--- config.mk ---
export PLATFORM = sky130hd
export DESIGN_NAME = core_bus_top
export DESIGN_NICKNAME = d
export VERILOG_FILES = /design/src/hdl/core_bus_pkg.sv /design/src/hdl/axi_lite_if.sv /design/src/hdl/mem_req_if.sv /design/src/hdl/axi_bus_fsm.sv /design/src/hdl/core_bus_top.sv /design/src/hdl/req_arbiter.sv
export VERILOG_INCLUDE_DIRS = /design/src /design/src/hdl
export SDC_FILE = /design/constraint.sdc
export NUM_CORES = 1
export LEC_CHECK = 0
export ABC_AREA = 1
export BUFFER_PORTS_ARGS = -buffer_cell sky130_fd_sc_hd__buf_4
export CORE_AREA = 5 5 146 148
export CTS_BUF_LIST = sky130_fd_sc_hd__clkbuf_4 sky130_fd_sc_hd__clkbuf_8 sky130_fd_sc_hd__clkbuf_16
export DETAILED_ROUTE_END_ITERATION = 16
export DIE_AREA = 0 0 151 153
export SYNTH_ARGS = -nofsm -noshare
export SYNTH_HDL_FRONTEND = slang
export SYNTH_SLANG_ARGS = --single-unit
--- constraint.sdc ---
create_clock -name i_clk -period 2.2 [get_ports i_clk]
set_input_delay 0.11 -clock i_clk [delete_from_list [all_inputs] [get_ports i_clk]]
set_output_delay 0.11 -clock i_clk [all_outputs]
set_load 0.05 [all_outputs]
--- src/hdl/core_bus_config.svh ---
/*
 * Core memory bus configuration
 * Requester count and bus widths shared by the package, RTL and testbench
 */

`ifndef CORE_BUS_CONFIG_SVH
`define CORE_BUS_CONFIG_SVH

// MMU walker, instruction cache and data cache
`define CORE_BUS_NUM_REQ 3

// Physical address width in bits
`define CORE_BUS_PADDR_W 32

// Data word width in bits
// The four-lane strobe logic assumes 32 bits here
`define CORE_BUS_DATA_W 32

`endif

--- src/hdl/core_bus_pkg.sv ---
/*
 * Core memory bus package
 * Access size encoding plus address, data and requester index types
 */

`include "core_bus_config.svh"

package core_bus_pkg;

    // Access size of one request
    typedef enum logic [1:0] {
        SIZE_BYTE     = 2'b00,
        SIZE_HALFWORD = 2'b01,
        SIZE_WORD     = 2'b10
    } size_e;

    // Physical byte address
    typedef logic [`CORE_BUS_PADDR_W-1:0] paddr_t;

    // One bus data word
    typedef logic [`CORE_BUS_DATA_W-1:0] word_t;

    // Index width for requesters
    // Kept at one bit or more so a single requester still gets a legal type
    localparam int REQ_IDX_W = (`CORE_BUS_NUM_REQ > 1) ? $clog2(`CORE_BUS_NUM_REQ) : 1;

    // Requester index as used by the arbiter
    typedef logic [REQ_IDX_W-1:0] req_idx_t;

endpackage : core_bus_pkg

--- src/hdl/axi_lite_if.sv ---
/*
 * AXI4-Lite bus bundle
 * Five single-beat channels with manager and subordinate views
 */

`timescale 1ns/1ns

`include "core_bus_config.svh"

interface axi_lite_if;
    import core_bus_pkg::*;

    // Write address channel
    logic   awvalid;
    logic   awready;
    paddr_t awaddr;

    // Write data channel
    logic   wvalid;
    logic   wready;
    word_t  wdata;
    logic   [`CORE_BUS_DATA_W/8-1:0] wstrb;    // One bit per byte lane

    // Write response channel without a response code
    logic   bvalid;
    logic   bready;

    // Read address channel
    logic   arvalid;
    logic   arready;
    paddr_t araddr;

    // Read data channel
    logic   rvalid;
    logic   rready;
    word_t  rdata;

    // Core side drives requests
    modport manager (
        output awvalid, awaddr, wvalid, wdata, wstrb, bready, arvalid, araddr, rready,
        input  awready, wready, bvalid, arready, rvalid, rdata
    );

    // Memory side answers them
    modport subordinate (
        input  awvalid, awaddr, wvalid, wdata, wstrb, bready, arvalid, araddr, rready,
        output awready, wready, bvalid, arready, rvalid, rdata
    );

endinterface : axi_lite_if

--- src/hdl/mem_req_if.sv ---
/*
 * Granted memory request link
 * Carries the one request that the arbiter passes to the bus FSM
 */

`timescale 1ns/1ns

interface mem_req_if;
    import core_bus_pkg::*;

    logic   valid;  // Grant held with stable fields
    logic   wen;    // High for a write
    size_e  size;
    paddr_t addr;   // Byte address whose low bits pick lanes
    word_t  wdata;
    logic   ready;  // One cycle at the end of a transfer
    word_t  rdata;  // Only meaningful with ready

    // Arbiter side
    modport requester (
        output valid, wen, size, addr, wdata,
        input  ready, rdata
    );

    // Bus FSM side
    modport bus (
        input  valid, wen, size, addr, wdata,
        output ready, rdata
    );

endinterface : mem_req_if

--- src/hdl/axi_bus_fsm.sv ---
/*
 * AXI4-Lite bus state machine
 * Runs one single-beat read or write per granted request, builds write
 * strobes and steers byte lanes in both directions
 */

`timescale 1ns/1ns

`include "core_bus_config.svh"

module axi_bus_fsm (
    input  logic        i_clk,
    input  logic        i_rst_n,
    mem_req_if.bus      mreq,
    axi_lite_if.manager axi
);
    import core_bus_pkg::*;

    // Mealy FSM whose states name the handshakes still outstanding
    typedef enum logic [2:0] {
        IDLE,           // Also the both-pending state of a fresh write
        SEND_RADDR,     // AR still pending
        GET_RDATA,      // AR done, waiting on R
        SEND_WADDR,     // W done, AW pending
        SEND_WDATA,     // AW done, W pending
        GET_BRESP       // Both write phases done
    } state_e;

    state_e state;
    state_e next_state;

    logic aw_done;
    logic w_done;
    logic b_done;
    logic ar_done;
    logic r_done;

    // Channel handshakes in this cycle
    assign aw_done = axi.awvalid & axi.awready;
    assign w_done  = axi.wvalid  & axi.wready;
    assign b_done  = axi.bvalid  & axi.bready;
    assign ar_done = axi.arvalid & axi.arready;
    assign r_done  = axi.rvalid  & axi.rready;

    always_ff @(posedge i_clk, negedge i_rst_n) begin
        if (!i_rst_n) begin
            state <= IDLE;
        end else begin
            state <= next_state;
        end
    end

    always_comb begin
        next_state = state;
        case (state)
            IDLE: begin
                if (mreq.valid && mreq.wen) begin
                    if (aw_done && w_done) next_state = GET_BRESP;
                    else if (aw_done)      next_state = SEND_WDATA;
                    else if (w_done)       next_state = SEND_WADDR;
                end else if (mreq.valid) begin
                    if (ar_done && r_done) next_state = IDLE;     // Whole read in one cycle
                    else if (ar_done)      next_state = GET_RDATA;
                    else                   next_state = SEND_RADDR;
                end
            end
            SEND_RADDR: begin
                if (ar_done && r_done) next_state = IDLE;
                else if (ar_done)      next_state = GET_RDATA;
            end
            GET_RDATA: begin
                if (r_done) next_state = IDLE;
            end
            SEND_WADDR: begin
                if (aw_done) next_state = GET_BRESP;
            end
            SEND_WDATA: begin
                if (w_done) next_state = GET_BRESP;
            end
            GET_BRESP: begin
                if (b_done) next_state = IDLE;
            end
            default: next_state = IDLE;
        endcase
    end

    // Valids and the requester ready
    always_comb begin
        axi.awvalid = 1'b0;
        axi.wvalid  = 1'b0;
        axi.arvalid = 1'b0;
        axi.rready  = 1'b0;
        mreq.ready  = 1'b0;
        case (state)
            IDLE: begin
                if (mreq.valid && mreq.wen) begin
                    axi.awvalid = 1'b1;     // Address and data launch together
                    axi.wvalid  = 1'b1;
                end else if (mreq.valid) begin
                    axi.arvalid = 1'b1;
                    axi.rready  = 1'b1;
                    mreq.ready  = ar_done & r_done;
                end
            end
            SEND_RADDR: begin
                axi.arvalid = 1'b1;
                axi.rready  = 1'b1;
                mreq.ready  = ar_done & r_done;
            end
            GET_RDATA: begin
                axi.rready = 1'b1;
                mreq.ready = r_done;
            end
            SEND_WADDR: axi.awvalid = 1'b1;
            SEND_WDATA: axi.wvalid  = 1'b1;
            GET_BRESP:  mreq.ready  = b_done;
            default: ;
        endcase
    end

    // Response can only follow the write, so B is always accepted
    assign axi.bready = 1'b1;

    // Word aligned addresses on both channels
    assign axi.awaddr = {mreq.addr[`CORE_BUS_PADDR_W-1:2], 2'b00};
    assign axi.araddr = {mreq.addr[`CORE_BUS_PADDR_W-1:2], 2'b00};

    // Strobes and replicated write data
    always_comb begin
        case (mreq.size)
            SIZE_BYTE: begin
                axi.wstrb = 4'b0001 << mreq.addr[1:0];      // One lane by offset
                axi.wdata = {4{mreq.wdata[7:0]}};
            end
            SIZE_HALFWORD: begin
                axi.wstrb = mreq.addr[1] ? 4'b1100 : 4'b0011;
                axi.wdata = {2{mreq.wdata[15:0]}};
            end
            default: begin
                axi.wstrb = 4'b1111;
                axi.wdata = mreq.wdata;
            end
        endcase
    end

    // Zero extended read lane extraction
    always_comb begin
        case (mreq.size)
            SIZE_BYTE: begin
                case (mreq.addr[1:0])
                    2'd0:    mreq.rdata = {24'h0, axi.rdata[7:0]};
                    2'd1:    mreq.rdata = {24'h0, axi.rdata[15:8]};
                    2'd2:    mreq.rdata = {24'h0, axi.rdata[23:16]};
                    default: mreq.rdata = {24'h0, axi.rdata[31:24]};
                endcase
            end
            SIZE_HALFWORD: begin
                mreq.rdata = mreq.addr[1] ? {16'h0, axi.rdata[31:16]}
                                          : {16'h0, axi.rdata[15:0]};
            end
            default: mreq.rdata = axi.rdata;
        endcase
    end

endmodule : axi_bus_fsm

--- src/hdl/core_bus_top.sv ---
/*
 * Core memory bus top level
 * Shares one AXI4-Lite manager port among the internal requesters
 */

`timescale 1ns/1ns

`include "core_bus_config.svh"

module core_bus_top (
    input  logic                                         i_clk,
    input  logic                                         i_rst_n,
    // Requester side with one bit or lane per requester
    input  logic                 [`CORE_BUS_NUM_REQ-1:0] i_req_valid,
    input  logic                 [`CORE_BUS_NUM_REQ-1:0] i_req_wen,
    input  core_bus_pkg::size_e  [`CORE_BUS_NUM_REQ-1:0] i_req_size,
    input  core_bus_pkg::paddr_t [`CORE_BUS_NUM_REQ-1:0] i_req_addr,
    input  core_bus_pkg::word_t  [`CORE_BUS_NUM_REQ-1:0] i_req_wdata,
    output logic                 [`CORE_BUS_NUM_REQ-1:0] o_req_ready,
    output core_bus_pkg::word_t                          o_req_rdata,
    // AXI4-Lite manager port
    output logic                                         o_awvalid,
    input  logic                                         i_awready,
    output core_bus_pkg::paddr_t                         o_awaddr,
    output logic                                         o_wvalid,
    input  logic                                         i_wready,
    output core_bus_pkg::word_t                          o_wdata,
    output logic                 [`CORE_BUS_DATA_W/8-1:0] o_wstrb,
    input  logic                                         i_bvalid,
    output logic                                         o_bready,
    output logic                                         o_arvalid,
    input  logic                                         i_arready,
    output core_bus_pkg::paddr_t                         o_araddr,
    input  logic                                         i_rvalid,
    output logic                                         o_rready,
    input  core_bus_pkg::word_t                          i_rdata
);

    mem_req_if  mreq0 ();
    axi_lite_if axi0 ();

    req_arbiter arb0 (
        .i_clk       (i_clk),
        .i_rst_n     (i_rst_n),
        .i_req_valid (i_req_valid),
        .i_req_wen   (i_req_wen),
        .i_req_size  (i_req_size),
        .i_req_addr  (i_req_addr),
        .i_req_wdata (i_req_wdata),
        .o_req_ready (o_req_ready),
        .o_req_rdata (o_req_rdata),
        .mreq        (mreq0.requester)
    );

    axi_bus_fsm fsm0 (
        .i_clk   (i_clk),
        .i_rst_n (i_rst_n),
        .mreq    (mreq0.bus),
        .axi     (axi0.manager)
    );

    // Flatten the AXI bundle onto plain ports
    assign o_awvalid     = axi0.awvalid;
    assign o_awaddr      = axi0.awaddr;
    assign axi0.awready  = i_awready;
    assign o_wvalid      = axi0.wvalid;
    assign o_wdata       = axi0.wdata;
    assign o_wstrb       = axi0.wstrb;
    assign axi0.wready   = i_wready;
    assign axi0.bvalid   = i_bvalid;
    assign o_bready      = axi0.bready;
    assign o_arvalid     = axi0.arvalid;
    assign o_araddr      = axi0.araddr;
    assign axi0.arready  = i_arready;
    assign axi0.rvalid   = i_rvalid;
    assign axi0.rdata    = i_rdata;
    assign o_rready      = axi0.rready;

endmodule : core_bus_top

--- src/hdl/req_arbiter.sv ---
/*
 * Locked round-robin request arbiter
 * Picks the next valid requester after the last one served and holds
 * the grant until its transfer completes
 */

`timescale 1ns/1ns

`include "core_bus_config.svh"

module req_arbiter (
    input  logic                                        i_clk,
    input  logic                                        i_rst_n,
    input  logic                 [`CORE_BUS_NUM_REQ-1:0] i_req_valid,
    input  logic                 [`CORE_BUS_NUM_REQ-1:0] i_req_wen,
    input  core_bus_pkg::size_e  [`CORE_BUS_NUM_REQ-1:0] i_req_size,
    input  core_bus_pkg::paddr_t [`CORE_BUS_NUM_REQ-1:0] i_req_addr,
    input  core_bus_pkg::word_t  [`CORE_BUS_NUM_REQ-1:0] i_req_wdata,
    output logic                 [`CORE_BUS_NUM_REQ-1:0] o_req_ready,
    output core_bus_pkg::word_t                          o_req_rdata,
    mem_req_if.requester                                 mreq
);
    import core_bus_pkg::*;

    req_idx_t grant_idx;    // Requester currently owning the bus
    req_idx_t last_idx;     // Last requester served
    req_idx_t pick_idx;
    logic     grant_active;
    logic     pick_found;

    // Search starts one past the last served requester and wraps
    always_comb begin
        int cand;
        pick_found = 1'b0;
        pick_idx   = last_idx;
        for (int k = 1; k <= `CORE_BUS_NUM_REQ; k++) begin
            cand = (int'(last_idx) + k) % `CORE_BUS_NUM_REQ;
            if (!pick_found && i_req_valid[cand]) begin
                pick_found = 1'b1;
                pick_idx   = req_idx_t'(cand);
            end
        end
    end

    always_ff @(posedge i_clk, negedge i_rst_n) begin
        if (!i_rst_n) begin
            grant_active <= 1'b0;
            grant_idx    <= '0;
            last_idx     <= req_idx_t'(`CORE_BUS_NUM_REQ - 1);   // Requester 0 goes first
        end else if (!grant_active) begin
            if (pick_found) begin
                grant_active <= 1'b1;
                grant_idx    <= pick_idx;
            end
        end else if (mreq.ready) begin
            grant_active <= 1'b0;       // Release right after the handshake
            last_idx     <= grant_idx;
        end
    end

    // Forward the granted requester's fields
    assign mreq.valid = grant_active;
    assign mreq.wen   = i_req_wen[grant_idx];
    assign mreq.size  = i_req_size[grant_idx];
    assign mreq.addr  = i_req_addr[grant_idx];
    assign mreq.wdata = i_req_wdata[grant_idx];

    // Ready goes back to the owner only
    always_comb begin
        o_req_ready            = '0;
        o_req_ready[grant_idx] = mreq.ready;
    end

    assign o_req_rdata = mreq.rdata;    // Same word for everybody

endmodule : req_arbiter

==> summary by stage, run 1 <==
Synth
Counting flops with a built-in enable in the synthesized netlist gives 0. After synthesis, the netlist uses 45 different library cells. Of the total synthesized cell area, the portion taken by XOR and XNOR cells is 0%. The cell area that synthesis handed to floorplanning was 0.00333 mm². The complex-gate fraction of the synthesized area is 16.6%. The dominant combinational cell family by area after synthesis is simple AND/OR/NAND/NOR gates. The sequential element share of the synthesized area is 6.05%.

Counting every instance in the synthesized netlist gives 672. The yosys synthesis warning count is 0. The proportion of synthesized flip-flops having asynchronous set or reset is 100%.

The area share of fa/ha/maj cells after synthesis is 0.752%. A synthesized cell averages 4.95 µm². The simple-gate portion of the synthesized area is 56.0%.

Among all flip-flop cells after synthesis, the most frequent one is dfrtp_1. The number of synthesized register bits is 8. Multiplexer cells account for 0% of the synthesized area.

CTS
The TritonCTS clock tree is yes. Clock tree synthesis found a total of 8 sinks. TritonCTS created 3 clock buffers. The clock passes through at most 2 buffers. For the worst-skew pair, the clock arrives at the later sink with an insertion delay of 0.24 ns. After clock tree synthesis, the clock-pin slew on the worst setup and hold paths is 0.04 ns.

The CTS root buffer is clkbuf_16. The maximum level of the CTS H-tree is 1.

Timing
The highest clock frequency the design can meet is 446 MHz. Setup repair after global routing could not meet its margin everywhere. The post-layout minimum cycle time is 2.24 ns.

Setup violations remaining at the end of the flow were counted as 13. The setup clock skew after layout is 0.00753 ns. The ratio of final minimum period to clock period is 102%. In the post-route analysis, the smallest setup slack over all paths is -0.0436 ns. The count of final hold-check violations was 0. The final count of pins violating max slew is 0. The final hold slack is 0.197 ns.

Setup path
Walking the worst path, the cells encountered are buf_4 > buf_4 > nand2_4 > o21ai_4 > nor2_4 > buf_12 > clkbuf_16 > buf_12 > o21ai_1 > buf_6. The number of buffers and inverters on the critical path is 6. The kind of end point of the critical path is an output pin. The critical path class is reg -> out. The maximum cell stage delay along the critical path is 0.40 ns. At the worst endpoint, the required time is 2.09 ns.

The master of the slowest instance on the critical path is dfrtp_2. The maximum fanout along the worst path is 8. The critical path arrival is 2.13 ns. The kind of start point of the critical path is a register. On the critical path the largest part of the delay comes from buffers and inverters.

Placement
Routability-driven placement finished with a final weighted congestion of 0.929. The number of buffer cells added on primary ports is 377. After legalization and detailed placement, the total HPWL measured 19300 µm.

Cells and area
For this run, the post-layout net count is 1282. The area overhead of the layout relative to synthesis is 121%. After filler insertion, the fill cell instance count of the layout stands at 2186. The final antenna diode count is 0.

The post-route netlist has 51.4% of its cells at a drive strength greater than 1. The leading cell type in the layout, fill and taps excluded is buf_4. The library cells used most frequently in the layout, excluding fill and tap cells, are buf_4, nand2_1, nand3_1.

Die
The starting density of the core is 16.7%. From left edge to right edge, the die measures 151 µm. Row generation in the floorplan step produced 52 rows. The core region is 0.0199 mm². The die extent in y is 153 µm. The I/O pin count is 383. The floorplan die area is 0.0231 mm².

Drt
Using the TritonRoute via totals, the vias-per-cell ratio works out to 4.37. After detailed routing, the average wire length per cell comes to 18.6 µm. The number of detailed-route iterations in the first pass is 4. For this block, the routed nets add up to 24200 µm of wire.

The detailed router finished its first iteration with 216 violations. The antenna violation net count after detailed routing is 0. In the routed design, unresolved DRC markers number 0. The number of vias in the routed layout is 5703.

GRT
The number of antenna violations at the first check in global routing is 2. The total overflow left after global routing is 0. The first global-routing pass estimated 32100 µm of wire. Entering global routing, the biggest net connects 50 pins.

The via count of the first global-routing pass is 5464. For this run, the total global-route usage over all layers was measured as 17.8%.

Run status
The run finished, with violations left. The checks that failed: negative setup slack.

Flow run
Max-cap violations in this run came to 0.

Hold path
The type of the worst min-delay path is in -> reg.
## synthesized netlist by cell type (3+ instances only)
library cell / count / area [µm²]
nor3_1: 3 / 15.0
a21oi_1: 22 / 110
clkbuf_1: 11 / 41.3
dfrtp_1: 7 / 175
nand2_1: 324 / 1220
inv_1: 56 / 210
buf_6: 4 / 45.0
nand2_2: 8 / 50.1
a41oi_1: 7 / 61.3
nor2_1: 24 / 90.1
nand4_1: 3 / 18.8
buf_1: 5 / 18.8
o21ai_0: 23 / 115
o2111ai_1: 4 / 35.0
nor2_4: 3 / 33.8
inv_2: 5 / 18.8
nand3_1: 65 / 325
o21ai_1: 13 / 65.1
buf_2: 9 / 45.0
buf_4: 38 / 285
o211ai_1: 8 / 60.1
## final cells by class
class | count | area [µm²] | area share, %
clock buffers | 4 | 82.6 | 1.12
multi-input cells | 537 | 2880 | 39.2
repair buffers | 424 | 3580 | 48.7
inverters | 63 | 256 | 3.49
well taps | 270 | 338 | 4.60
flip-flops and latches | 8 | 206 | 2.81
## worst register-to-register path, cell delays in order, from the launching register on
cell,delay [ns]
dfrtp_1,0.39
inv_1,0.06
ha_1,0.37
inv_1,0.08
nand3_1,0.09
a21boi_2,0.22
nand2_1,0.09
or2_1,0.24
nand2_1,0.13
nor2_1,0.05
a21oi_1,0.16
## cells by family after synthesis
family / after synthesis
flops: 8
buf+inv: 130
other cells: 2
fa+ha+maj: 2
compound gates: 88
simple gates: 442
## path summary, 6_finish.rpt
| kind | start | to | slack (ns) | depth (start not counted) |
|---|---|---|---|---|
| setup reg to reg | arb0.last_idx[0]$_DFFE_PN0P_ | arb0.grant_idx[0]$_DFFE_PN0P_ | 0.24 | 10 |
| max in group asynchronous | i_rst_n | arb0.last_idx[1]$_DFFE_PN1P_ | 1.75 | 2 |
| hold reg to reg | arb0.last_idx[1]$_DFFE_PN1P_ | arb0.last_idx[1]$_DFFE_PN1P_ | 0.51 | 2 |
| min in group asynchronous | i_rst_n | fsm0.state[2]$_DFFE_PN0P_ | 0.23 | 2 |
| setup / recovery | arb0.grant_idx[1]$_DFFE_PN0P_ | o_wdata[8] | -0.04 | 10 |
| hold / removal | i_wready | fsm0.state[2]$_DFFE_PN0P_ | 0.20 | 3 |
## flip-flops by register name (all words and copies together), names as in the netlist
| name | flops |
|---|---|
| fsm0.state | 3 |
| arb0.grant_idx | 2 |
| arb0.last_idx | 2 |
| arb0.mreq.valid | 1 |
## per-layer routing
metal | track usage [%] | part of all wire (%) | vias to the layer above
met5 | 0 | 0.087 | -
met2 | 34.5 | 52 | 233
met4 | 2.37 | 1.1 | 4
met3 | 5.09 | 9.0 | 18
met1 | 19.3 | 38 | 2613
li1 | - | - | 2835
## timing repair
| action | in CTS | in global routing |
|---|---|---|
| endpoints found under the setup margin | 52 | 54 |
| gates resized for setup | 34 | 119 |
| pin swaps | 5 | 25 |
| hold buffers | 1 | 0 |
| gates cloned | 0 | 5 |
| buffers inserted | 11 | 17 |
| endpoints found under the hold margin | 8 | 0 |
## per-stage QoR
stage	setup WS, ns	instances	setup TNS (ns)	util (%)	instance area [µm²]
3_3_place_gp	0.103	1268	0	31.8	6340
2_1_floorplan	-0.248	675	-0.860	-	3450
3_5_place_dp	0.0756	1268	0	31.8	6340
5_1_grt	-0.116	1306	-2.52	36.9	7340
4_1_cts	-0.0464	1284	-0.0663	33.4	6650
6_report	-0.0436	1306	-0.196	36.9	7340
Power of run 1 is not shown: default switching activity piles up to over one toggle a cycle in this logic, so the estimate is an artifact.
==> run 2: changes to the inputs <==
- ABC_AREA: 1 -> not set
- CORE_AREA: 5 5 146 148 -> 5 5 144 146
- DIE_AREA: 0 0 151 153 -> 0 0 149 151
==> run 2 against run 1 <==
Net effect:
- the flow still finishes with violations (negative setup slack)
- wire length shrank 7.9%
- die area decreased by 2.6%
- via count shrank 5.8%
- synthesized cell count shrank 22%
- flip-flop and latch count did not move
- non-clock buffer count is 32 higher
- core utilization up 5.0 points
- largest cell class unchanged
- highest routed layer unchanged
==> summary by stage, run 2 <==
Synth
The post-synthesis cell area was 0.00355 mm² (+6.7%). The post-synthesis cell type with the largest combined area is mux2i_1. The count of mapped cells out of synthesis is 526 (-22%). The most repeated cell in the gate-level netlist after synthesis is mux2i_1.

The post-synthesis area per instance is 6.75 µm² (+36%). The number of synthesized register bits was 8 (unchanged). The share of the synthesized area in the top cell type is 21.1% (-15 points).

The main flop type after synthesis is dfrtp_1. The yosys synthesis warning count is 0 (unchanged). The complex-gate fraction of the synthesized area is 32.3% (+16 points). After synthesis, the cell types taking the most area are mux2i_1, buf_4, a21oi_1. The post-synthesis xor/xnor area fraction was 0% (unchanged). The share of cell area taken by muxes after synthesis came to 22.5% (+22 points). The sequential element share of the synthesized area is 5.67% (-0.38 points).

The number of enable flip-flop cells after synthesis was 0 (unchanged). The area share of fa/ha/maj cells after synthesis came to 0.987% (+0.23 points). The proportion of synthesized flip-flops having asynchronous set or reset is 100% (unchanged).

The dominant combinational cell family by area after synthesis is compound AO/OA/AOI/OAI gates. The simple-gate portion of the synthesized area is 22.1% (-34 points). In the synthesized netlist, the cells that appear most often are mux2i_1, nand2_1, a21oi_1. The number of unique standard cell types used by synthesis is 60 (+33%).

Die
The starting density of the core was 18.4% (+1.7 points). The die extent in y came to 151 µm (-1.3%). The I/O pin count is 383 (unchanged). The floorplan die area is 0.0225 mm² (-2.6%). The number of cell rows is 51 (-1.9%). The core region area came to 0.0193 mm² (-3.2%). The overall die width is 149 µm (-1.3%).

Setup path
The kind of end point of the critical path is an output pin. The required arrival time at the worst endpoint was 2.09 ns (about the same). The kind of start point of the critical path is a register.

The maximum fanout along the worst path was 6 (-2). The critical path class is reg -> out. The number of cells on the worst reg-to-reg path is 8 (-2). The critical path arrival came to 2.16 ns (+0.03 ns).

CTS
The sink count of the clock tree came to 8 (unchanged). The buffer depth of the longest clock path is 2 (unchanged). The CTS root buffer is clkbuf_16. The maximum level of the CTS H-tree is 1 (unchanged). The register clock-pin slew on the reported worst setup and hold paths is 0.04 ns (about the same). The insertion delay to the later sink of the worst-skew pair came to 0.23 ns (about the same). TritonCTS built the clock tree.

The number of CTS-inserted buffers is 3 (unchanged).

Placement
The placed instance area is 0.00686 mm² (+8.2%). The weighted congestion reported at the end of routability-driven placement was 0.900 (-3.1%). The placed wire-length estimate is 18100 µm (-6.4%). The number of buffer cells added on primary ports came to 377 (unchanged).

Timing
The post-layout minimum cycle time is 2.27 ns (+0.0312 ns). The setup clock skew after layout is 0.00648 ns (-0.00105 ns). The slew at the pin closest to its max-slew limit is 0.511 ns.

The ratio of final minimum period to clock period is 103% (+1.4 points). The least setup slack across all paths after layout is -0.0748 ns (-0.0312 ns). The highest clock frequency the design can meet is 440 MHz (-1.4%).

Setup repair after global routing could not meet its margin everywhere. The number of setup violations in the final report is 16 (+3). The final hold slack is 0.164 ns (-0.0333 ns). The count of final hold-check violations came to 0 (unchanged).

The final count of pins violating max slew is 0 (unchanged). The worst pin sits at a relative slew slack of 65.9%.

Pwr
The peak ir drop on the vdd network is 1020 µV. Summed over all nets, the switching power comes to 10.2 mW. The fraction of power consumed by the clock network is 2.0%. The final total power is 16.5 mW.

The switching portion of total power is 61.6%. Power spread over the standard cell area amounts to 2050 mW/mm². The proportion of power drawn by combinational gates is 95.8%. For this design the static power due to leakage is 3.72 nW. The share of power burned in registers is 2.3%. The cell-internal power is 6.34 mW.

Cells and area
The area overhead of the layout relative to synthesis is 127%. The register cell area after layout is 209 µm² (+1.2%). The number of flip-flops under the largest register name came to 3 (unchanged). The fraction of layout cells with a size suffix above 1 was 65.9% (+14 points).

The area of the multi-input gates was 0.00350 mm² (+21%). Leaving out fill and tap cells, the most frequent cells in the layout are buf_4, nand2_1, mux2i_1. The final antenna diode count was 0 (unchanged). The number of filler instances in the final layout is 1982 (-9.3%).

The final cell area excluding filler cells is 0.00807 mm² (+9.9%). The final layout net count is 1154 (-10%). The register with the most flip-flops in the final layout is fsm0.state. The largest registers in the layout are fsm0.state: 3 flops, arb0.grant_idx: 2 flops, arb0.last_idx: 2 flops. The final standard cell utilization of the core came to 41.9% (+5.0 points). The leading cell type in the layout, fill and taps excluded is buf_4.

GRT
The residual overflow from global routing is 0 (unchanged). The via count of the first global-routing pass is 5236 (-4.2%). The number of antenna violations at the first check in global routing was 1 (-1). The wire length of the first global-routing pass is 30800 µm (-4.0%). The combined global-route utilization of all metal layers was 17.2% (-0.59 points). The largest net degree at the start of global routing came to 30 (-40%).

Flow run
The number of max-cap violations is 0 (unchanged).

Run status
The final reports fail on negative setup slack. The run finished, with violations left.

Hold path
The count of cells along the worst hold path came to 2 (-1). The type of the worst min-delay path is in -> reg.

Drt
The met3 wire length is 1530 µm (-30%). The wire length on met2 is 11400 µm (-9.9%). The violation count after the first detailed-routing iteration came to 166 (-23%). The average via count per standard cell is 4.58 (+4.8%).

In this run the top signal layer used is met5. The number of detailed-route iterations in the first pass is 4 (unchanged). The sum of routed wire length over all layers came to 22300 µm (-7.9%).

The wire length per cell after detailed routing is 19.0 µm (+2.5%). The number of vias in the routed layout is 5370 (-5.8%). The antenna violation net count after detailed routing is 0 (unchanged). The total routed wire length on the met1 layer is 9070 µm (-0.29%). The final routed DRC violation total is 0 (unchanged).
==> run 2: cell types whose count changed after synthesis, sizes merged, moves of 6 or more <==
cell	change
a22o	+13
o22ai	+6
a211oi	+18
inv	-49
mux2i	+77
nand2	-264
a21oi	+29
and2	+16
nand3	-61
o21ai	+11
a41oi	-7
o211ai	-9
nor2	+18
buf	+16
==> run 2: path summary, 6_finish.rpt <==
| kind | from | to | slack, ns |
|---|---|---|---|
| setup / recovery | arb0.grant_idx[0]$_DFFE_PN0P_ | o_req_rdata[2] | -0.07 |
| setup reg to reg | arb0.grant_idx[0]$_DFFE_PN0P_ | arb0.last_idx[1]$_DFFE_PN1P_ | 0.08 |
| hold / removal | i_wready | fsm0.state[1]$_DFFE_PN0P_ | 0.16 |
| max in group asynchronous | i_rst_n | arb0.last_idx[1]$_DFFE_PN1P_ | 1.75 |
| min in group asynchronous | i_rst_n | fsm0.state[0]$_DFFE_PN0P_ | 0.23 |
| hold reg to reg | arb0.last_idx[0]$_DFFE_PN0P_ | arb0.last_idx[0]$_DFFE_PN0P_ | 0.58 |
==> run 2: layout make-up <==
class	instances	share of cell area, %
flip-flops and latches	8	2.59
multi-input cells	426	43.3
well taps	265	4.11
inverters	14	0.651
clock buffers	4	1.02
repair buffers	456	48.3
==> run 2: kinds of logic after synthesis <==
kind of cell | after synthesis
and+or+nand+nor | 169
muxes | 78
adders and majority gates | 3
DFF | 8
buffers and inverters | 95
AOI/OAI and AO/OA | 171
other | 2
==> run 2: per-stage QoR <==
stage	worst slack, ns	setup TNS [ns]	instances
CTS	-0.0274	-0.310	1158
floorplan	-0.227	-0.679	529
global placement	0.117	0	1133
global route	-0.159	-2.40	1173
detailed placement	0.101	0	1133
finish	-0.0748	-0.533	1173
==> run 2: what timing repair did <==
action                     in CTS  in global routing
pin swaps                      17                 35
resized for setup              78                 91
setup buffers                  19                 14
setup endpoints to repair      50                 72
cloned                          2                  4
hold buffers                    1                  0
hold endpoints to repair        8                  0
==> run 2: critical path, stage by stage, from the launching register on <==
cell and delay, ns:
dfrtp_4 0.53, buf_4 0.17, mux2i_4 0.26, a2bb2oi_4 0.22
buf_6 0.15, a21oi_1 0.04, a22o_1 0.23, a21oi_2 0.15
buf_6 0.18
==> run 2: power groups by stage <==
stage | combinational [mW] | clock, mW | sequential (mW)
after floorplan | 9.78 | 0 | 0.259
after global placement | 13.5 | 0 | 0.403
after detailed placement | 13.5 | 0 | 0.408
after CTS | 14.8 | 0.334 | 0.384
after global routing | 16.5 | 0.346 | 0.392
final | 15.8 | 0.329 | 0.372
==> run 2: per-layer routing <==
metal / track usage (%) / vias up
met1: 21.8 / 2520
met5: 0 / -
li1: - / 2622
met4: 1.74 / 2
met3: 3.47 / 22
met2: 31.3 / 204
Power figures use the tool's default switching activity.
